[src/source/mul_arith_pkg.sv]
package mul_arith_pkg;

    ////////////////////////////////////////////////////////////
    // datapath widths
    ////////////////////////////////////////////////////////////

    localparam int XLEN   = 32;
    localparam int PROD_W = 2 * XLEN;

    // one row per multiplier bit
    localparam int NUM_PP = XLEN;

    typedef logic [XLEN-1:0]   word_t;
    typedef logic [PROD_W-1:0] product_t;

    ////////////////////////////////////////////////////////////
    // compressor tree sizing
    ////////////////////////////////////////////////////////////

    // 32 -> 16 -> 8 -> 4 -> 2
    localparam int TREE_LEVELS = $clog2(NUM_PP) - 1;

    // all levels packed back to back, pp rows first, final pair last
    localparam int TREE_ROWS = 2 * NUM_PP - 2;

endpackage

[src/source/mul_op_pkg.sv]
package mul_op_pkg;

    ////////////////////////////////////////////////////////////
    // M extension multiply group
    ////////////////////////////////////////////////////////////

    localparam int FUNC3_W = 3;

    typedef logic [FUNC3_W-1:0] func3_t;

    // low half, signed x signed
    localparam func3_t MUL_F3    = 3'd0;

    // high half, signed x signed
    localparam func3_t MULH_F3   = 3'd1;

    // high half, signed x unsigned
    localparam func3_t MULHSU_F3 = 3'd2;

    // high half, unsigned x unsigned
    localparam func3_t MULHU_F3  = 3'd3;

endpackage

[src/source/mul_operand_if.sv]
`timescale 1ns/1ps

interface mul_operand_if;

    import mul_arith_pkg::*;
    import mul_op_pkg::*;

    // registered operands
    word_t    op_a;
    word_t    op_b;
    func3_t   func3;

    // last tree level, still redundant form
    product_t sum_row;
    product_t carry_row;

    modport ctrl_mp (
        output op_a,
        output op_b,
        output func3,
        input  sum_row,
        input  carry_row
    );

    modport tree_mp (
        input  op_a,
        input  op_b,
        input  func3
    );

endinterface

[src/source/mul_pp_gen.sv]
`timescale 1ns/1ps

module mul_pp_gen (
    mul_operand_if.tree_mp                          bus,
    output mul_arith_pkg::product_t [mul_arith_pkg::NUM_PP-1:0] rows_o
);

    import mul_arith_pkg::*;
    import mul_op_pkg::*;

    logic  signed_a;
    logic  signed_b;
    logic  a_sign;
    word_t neg_a;
    word_t top_mult;

    ////////////////////////////////////////////////////////////
    // operand signedness
    ////////////////////////////////////////////////////////////

    always_comb begin
        case (bus.func3)
            MUL_F3, MULH_F3: begin
                signed_a = 1'b1;
                signed_b = 1'b1;
            end
            MULHSU_F3: begin
                signed_a = 1'b1;
                signed_b = 1'b0;
            end
            MULHU_F3: begin
                signed_a = 1'b0;
                signed_b = 1'b0;
            end
            // reserved codes behave as MUL
            default: begin
                signed_a = 1'b1;
                signed_b = 1'b1;
            end
        endcase
    end

    assign a_sign = signed_a & bus.op_a[XLEN-1];
    assign neg_a  = ~bus.op_a + 1'b1;

    ////////////////////////////////////////////////////////////
    // partial products
    ////////////////////////////////////////////////////////////

    always_comb begin
        // gated multiplicand, sign extended, placed at column i
        for (int i = 0; i < NUM_PP - 1; i++) begin
            rows_o[i] = ({{XLEN{a_sign}}, bus.op_a} & {PROD_W{bus.op_b[i]}}) << i;
        end

        // top row weighs -2^31 when op_b is signed
        top_mult = (signed_b ? neg_a : bus.op_a) & {XLEN{bus.op_b[XLEN-1]}};

        rows_o[NUM_PP-1] = '0;
        rows_o[NUM_PP-1][PROD_W-2 -: XLEN] = top_mult;

        // bit 63 of the negated or sign extended multiplicand
        rows_o[NUM_PP-1][PROD_W-1] = (a_sign ^ (signed_b & bus.op_b[XLEN-1]))
                                     & bus.op_b[XLEN-1] & top_mult[XLEN-1];
    end

endmodule

[src/source/mul_compress_stage.sv]
`timescale 1ns/1ps

module mul_compress_stage #(
    parameter int ROWS = 32
) (
    input  mul_arith_pkg::product_t [ROWS-1:0]   rows_i,
    output mul_arith_pkg::product_t [ROWS/2-1:0] rows_o
);

    import mul_arith_pkg::*;

    localparam int GROUPS = ROWS / 4;

    // returns {carry, sum}
    function automatic logic [1:0] full_add(
        input logic a,
        input logic b,
        input logic c
    );
        full_add = {(a & b) | (a & c) | (b & c), a ^ b ^ c};
    endfunction

    ////////////////////////////////////////////////////////////
    // one 4:2 compressor chain per group of four rows
    ////////////////////////////////////////////////////////////

    for (genvar g = 0; g < GROUPS; g++) begin : g_group
        product_t in1;
        product_t in2;
        product_t in3;
        product_t in4;
        product_t mid;
        product_t cout;
        product_t sum_row;
        product_t carry_hi;

        assign in1 = rows_i[4*g];
        assign in2 = rows_i[4*g+1];
        assign in3 = rows_i[4*g+2];
        assign in4 = rows_i[4*g+3];

        for (genvar j = 0; j < PROD_W; j++) begin : g_col
            logic cin;

            // lateral chain from the column below
            if (j == 0) begin : g_first
                assign cin = 1'b0;
            end else begin : g_next
                assign cin = cout[j-1];
            end

            assign {cout[j], mid[j]}         = full_add(in1[j], in2[j], in3[j]);
            assign {carry_hi[j], sum_row[j]} = full_add(mid[j], in4[j], cin);
        end

        // carries out of bit 63 fall off, result stays exact mod 2^64
        assign rows_o[2*g]   = sum_row;
        assign rows_o[2*g+1] = {carry_hi[PROD_W-2:0], 1'b0};
    end

endmodule

[src/source/mul_req_ack_ctrl.sv]
`timescale 1ns/1ps

module mul_req_ack_ctrl (
    input  logic                 clk_i,
    input  logic                 rst_i,
    input  logic                 req_i,
    input  mul_arith_pkg::word_t op_a_i,
    input  mul_arith_pkg::word_t op_b_i,
    input  mul_op_pkg::func3_t   func3_i,
    output logic                 ack_o,
    output mul_arith_pkg::word_t result_o,
    mul_operand_if.ctrl_mp       bus
);

    import mul_arith_pkg::*;
    import mul_op_pkg::*;

    typedef enum logic [1:0] {
        IDLE,
        BUSY,
        DONE
    } state_t;

    state_t   state;
    product_t product;
    word_t    result_sel;

    ////////////////////////////////////////////////////////////
    // final add and half select
    ////////////////////////////////////////////////////////////

    assign product = bus.sum_row + bus.carry_row;

    always_comb begin
        case (bus.func3)
            MULH_F3, MULHSU_F3, MULHU_F3: result_sel = product[PROD_W-1:XLEN];
            default:                      result_sel = product[XLEN-1:0];
        endcase
    end

    ////////////////////////////////////////////////////////////
    // four-phase handshake
    ////////////////////////////////////////////////////////////

    always_ff @(posedge clk_i) begin
        if (rst_i) begin
            state    <= IDLE;
            ack_o    <= 1'b0;
            result_o <= '0;
        end else begin
            case (state)
                IDLE: begin
                    if (req_i) begin
                        state <= BUSY;
                    end
                end
                // tree settled during this cycle
                BUSY: begin
                    state    <= DONE;
                    ack_o    <= 1'b1;
                    result_o <= result_sel;
                end
                // hold until the requester lets go
                DONE: begin
                    if (!req_i) begin
                        state <= IDLE;
                        ack_o <= 1'b0;
                    end
                end
                default: state <= IDLE;
            endcase
        end
    end

    // operand capture on request
    always_ff @(posedge clk_i) begin
        if (state == IDLE && req_i) begin
            bus.op_a  <= op_a_i;
            bus.op_b  <= op_b_i;
            bus.func3 <= func3_i;
        end
    end

    ////////////////////////////////////////////////////////////
    // protocol checks
    ////////////////////////////////////////////////////////////

    ack_needs_req: assert property (@(posedge clk_i) disable iff (rst_i)
        $rose(ack_o) |-> $past(req_i));

    result_held: assert property (@(posedge clk_i) disable iff (rst_i)
        ack_o && $past(ack_o) |-> $stable(result_o));

    ack_low_after_reset: assert property (@(posedge clk_i)
        rst_i |=> !ack_o);

endmodule

[src/source/mul_top.sv]
`timescale 1ns/1ps

module mul_top (
    input  logic                 clk_i,
    input  logic                 rst_i,
    input  logic                 req_i,
    input  mul_arith_pkg::word_t op_a_i,
    input  mul_arith_pkg::word_t op_b_i,
    input  mul_op_pkg::func3_t   func3_i,
    output logic                 ack_o,
    output mul_arith_pkg::word_t result_o
);

    import mul_arith_pkg::*;

    // every tree level, rows of level k start where level k-1 ended
    product_t [TREE_ROWS-1:0] tree_rows;

    mul_operand_if bus ();

    mul_req_ack_ctrl u_ctrl (
        .clk_i    (clk_i),
        .rst_i    (rst_i),
        .req_i    (req_i),
        .op_a_i   (op_a_i),
        .op_b_i   (op_b_i),
        .func3_i  (func3_i),
        .ack_o    (ack_o),
        .result_o (result_o),
        .bus      (bus)
    );

    mul_pp_gen u_pp_gen (
        .bus    (bus),
        .rows_o (tree_rows[NUM_PP-1:0])
    );

    ////////////////////////////////////////////////////////////
    // 4:2 tree levels
    ////////////////////////////////////////////////////////////

    for (genvar k = 0; k < TREE_LEVELS; k++) begin : g_level
        localparam int ROWS     = NUM_PP >> k;
        localparam int IN_BASE  = TREE_ROWS + 2 - 2 * ROWS;
        localparam int OUT_BASE = IN_BASE + ROWS;

        mul_compress_stage #(
            .ROWS (ROWS)
        ) u_stage (
            .rows_i (tree_rows[IN_BASE +: ROWS]),
            .rows_o (tree_rows[OUT_BASE +: ROWS/2])
        );
    end

    assign bus.sum_row   = tree_rows[TREE_ROWS-2];
    assign bus.carry_row = tree_rows[TREE_ROWS-1];

endmodule

[config.mk]
export PLATFORM = sky130hd
export DESIGN_NAME = mul_top
export DESIGN_NICKNAME = d
export VERILOG_FILES = /design/src/source/mul_arith_pkg.sv /design/src/source/mul_op_pkg.sv /design/src/source/mul_operand_if.sv /design/src/source/mul_pp_gen.sv /design/src/source/mul_compress_stage.sv /design/src/source/mul_req_ack_ctrl.sv /design/src/source/mul_top.sv
export SDC_FILE = /design/constraint.sdc
export NUM_CORES = 2
export LEC_CHECK = 0
export ABC_AREA = 1
export ABC_CLOCK_PERIOD_IN_PS = 17800
export CAP_MARGIN = 30
export CORE_AREA = 2 2 333 335
export CTS_CLUSTER_SIZE = 24
export DETAILED_ROUTE_END_ITERATION = 8
export DIE_AREA = 0 0 335 337
export DONT_BUFFER_PORTS = 1
export PLACE_DENSITY = 0.81
export SLEW_MARGIN = 15
export SYNTH_ARGS = -nofsm -noshare
export SYNTH_HDL_FRONTEND = slang
export SYNTH_HIERARCHICAL = 1
export SYNTH_SLANG_ARGS = --single-unit
[constraint.sdc]
create_clock -name clk_i -period 17.8 [get_ports clk_i]
set_clock_uncertainty 0.05 [all_clocks]
set_input_delay 0.89 -clock clk_i [delete_from_list [all_inputs] [get_ports clk_i]]
set_output_delay 0.89 -clock clk_i [all_outputs]
set_load 0.02 [all_outputs]
==> results.cfg <==
[route]
first_pass_iters = 6
wl_per_cell_um = 19.0
viasPerCell = 5.20
drcViolationCount = 0
dr_total_vias = 41500
routed_wl_um = 152000
first_iter_violations = 3403
ant_nets = 0

[floorplanning]
num_io_pins = 103
num_rows = 122
core_area_mm2 = 0.110
die_x_um = 335
die-height_um = 337
initial_core_util_pct = 59.6
die_area_mm2 = 0.113

[grt]
track_usage_pct = 29.3
overflow = 0
grt_pass1_wl_um = 252000
grt_pass1_vias = 47700
grt_max_degree = 59
antenna_found_initial = 2

[critical_path]
rr_endpoint = u_ctrl/result_o[20]
worstPathRequired_ns = 18.09
path_class = reg -> reg
reg2reg_from = u_ctrl/bus.op_a[31]
start_kind = flip-flop
end_kind = flip-flop
crit_path_max_fanout = 33
rr_worst_depth = 24
arrival_ns = 8.24
rrSetupSlack_ns = 9.84
crit_start = u_ctrl/bus.op_a[31]

[yosys]
synth_seq_cells = 102
ys_dominant_reg_cell = edfxtp_1
async_flop_share_pct = 0
yosysWarningCount = 6
synth_largest_area_cell = fa_1
yosys.area.top_type_share_pct = 57.5
ys_types = 40
yosys-top-cells-area = fa_1, buf_4, nand2_1
ys_seq_area_share_pct = 4.15
avgSynthCellArea_um2 = 9.08
synth-edff-count = 67
synth_cells = 7197
ys_top_cells_by_count = fa_1, nand2_1, inv_1
yosysMostFrequentCell = fa_1
synthesis.area_mm2 = 0.0653

[flow_run]
drv_cap = 0

[placement]
hpwl_um = 127000
place_inst = 7968
globalplace.congestion = 0.965
portBuffers = 0

[sta]
fin_crit_sh_pct = 44.7
hold_viol_final = 0
setup_viol = 0
period_needed_ns = 7.96
maxSlewViolCount = 0
rsz0062_at_grt = false
worst_pin_slew_ns = 0.941
fin_tns_setup_ns = 0
max_slew_margin_pct = 37.2
timing.fmax_mhz = 126

[clock_network]
clkTransAtPathRegs_ns = 0.10
post_cts_buffers = 0
cts_buffers = 9
ctsResizeCount = 0
cts_tree = built
hold_buffers = 0
clock_latency_ns = 0.46
root_buffer = clkbuf_16
cts-htree-levels = 3
clock-sinks = 102
clock_path_buffers = 2

[worst_hold_path]
whs_endpoint = u_ctrl/result_o[0]
worst_hold_path_type = in -> reg
min_path_cells = 1
hp-start = rst_i

[cells_and_area]
area_delta_synth_final_pct = -5.34
fill_cells = 9156
stdcell_count = 7988
design.final.nets = 8581
drive_above_1_share_pct = 3.58

[outcome]
status = finished clean
[per-stage QoR]
stage	instance area [um2]	util (%)	hold WS (ns)	setup slack (ns)
6_report	61800	56.4	0.447	9.84
5_1_grt	61800	56.4	0.428	9.51
3_3_place_gp	61400	56.1	0.420	9.94
3_5_place_dp	61500	56.1	0.431	9.72
2_1_floorplan	67200	-	0.391	10.05
4_1_cts	61800	56.4	0.412	9.68
[state kept, by name, summed over array words and instances, names as in the netlist]
| name | flops |
|---|---|
| u_ctrl/ack_o | 1 |
| u_ctrl/bus.func3 | 3 |
| u_ctrl/bus.op_a | 32 |
| u_ctrl/bus.op_b | 32 |
| u_ctrl/result_o | 32 |
| u_ctrl/state | 2 |
[kinds of logic after synthesis]
logic type | share of synthesized area [%]
other cells | 0.0287
fa+ha+maj | 59.0
xor+xnor | 0.215
simple gates | 13.4
compound gates | 1.86
flops | 4.15
buf+inv | 21.4
[worst max-delay path, stage by stage (launching register included)]
cell and delay [ns]:
edfxtp_1 0.33, buf_4 0.34, nand2_1 0.22, a31oi_4 0.19
buf_4 0.61, fa_1 0.55, fa_1 0.51, fa_1 0.64
fa_1 0.47, fa_1 0.57, fa_1 0.48, fa_1 0.58
fa_1 0.42, ha_1 0.48, nand2_1 0.16, nor2_1 0.22
nand2_1 0.17, inv_1 0.10, nand2_1 0.06, nor2_1 0.10
nand2_1 0.08, nand3_1 0.10, nand2_1 0.07, nand3_1 0.16
a21oi_1 0.09
[cell usage in the layout, fill, tap and decap left out, types with 10 or more instances in the layout]
master,count
inv_1,1419
o21ai_0,68
nand3b_1,13
nor2_1,168
o21ai_1,13
dfxtp_1,35
nor2_2,21
nand3_1,131
a31oi_1,10
fa_1,1876
ha_1,79
edfxtp_1,67
nor3_1,12
conb_1,511
inv_2,24
nand2_2,30
nand4_1,16
buf_4,92
nand2_1,1770
a31oi_4,14
a21oi_1,113
xor2_1,15
[final cells by class]
class / count / area [um2] / area share [%]
multi-input cells: 4899 / 50800 / 82.2
clock buffers: 10 / 229 / 0.370
flip-flops and latches: 102 / 2710 / 4.39
clock inverters: 6 / 52.6 / 0.0850
repair buffers: 99 / 802 / 1.30
well taps: 1426 / 1780 / 2.89
diodes: 1 / 2.50 / 0.00405
inverters: 1445 / 5420 / 8.77
[how the worst max path moves through the flow]
stage | to | cells past startpoint | slack, ns
3_3_place_gp | u_ctrl/result_o[20] | 24 | 9.94
2_1_floorplan | u_ctrl/result_o[23] | 25 | 10.05
5_1_grt | u_ctrl/result_o[20] | 24 | 9.51
4_1_cts | u_ctrl/result_o[23] | 24 | 9.68
6_report | u_ctrl/result_o[20] | 24 | 9.84
3_5_place_dp | u_ctrl/result_o[23] | 24 | 9.72
[layer usage]
metal	global-route usage [%]	part of all wire [%]	vias up	wire, um
met2	50.5	51	2007	76800
li1	-	-	17800	-
met1	34.3	34	21100	51100
met3	4.97	8.1	578	12300
met5	0	0.0072	-	11
met4	18.6	7.8	2	11800
Power is left out: the tool's default activity adds up to more than one toggle a clock period on the data nets, which glitch-free logic cannot reach.
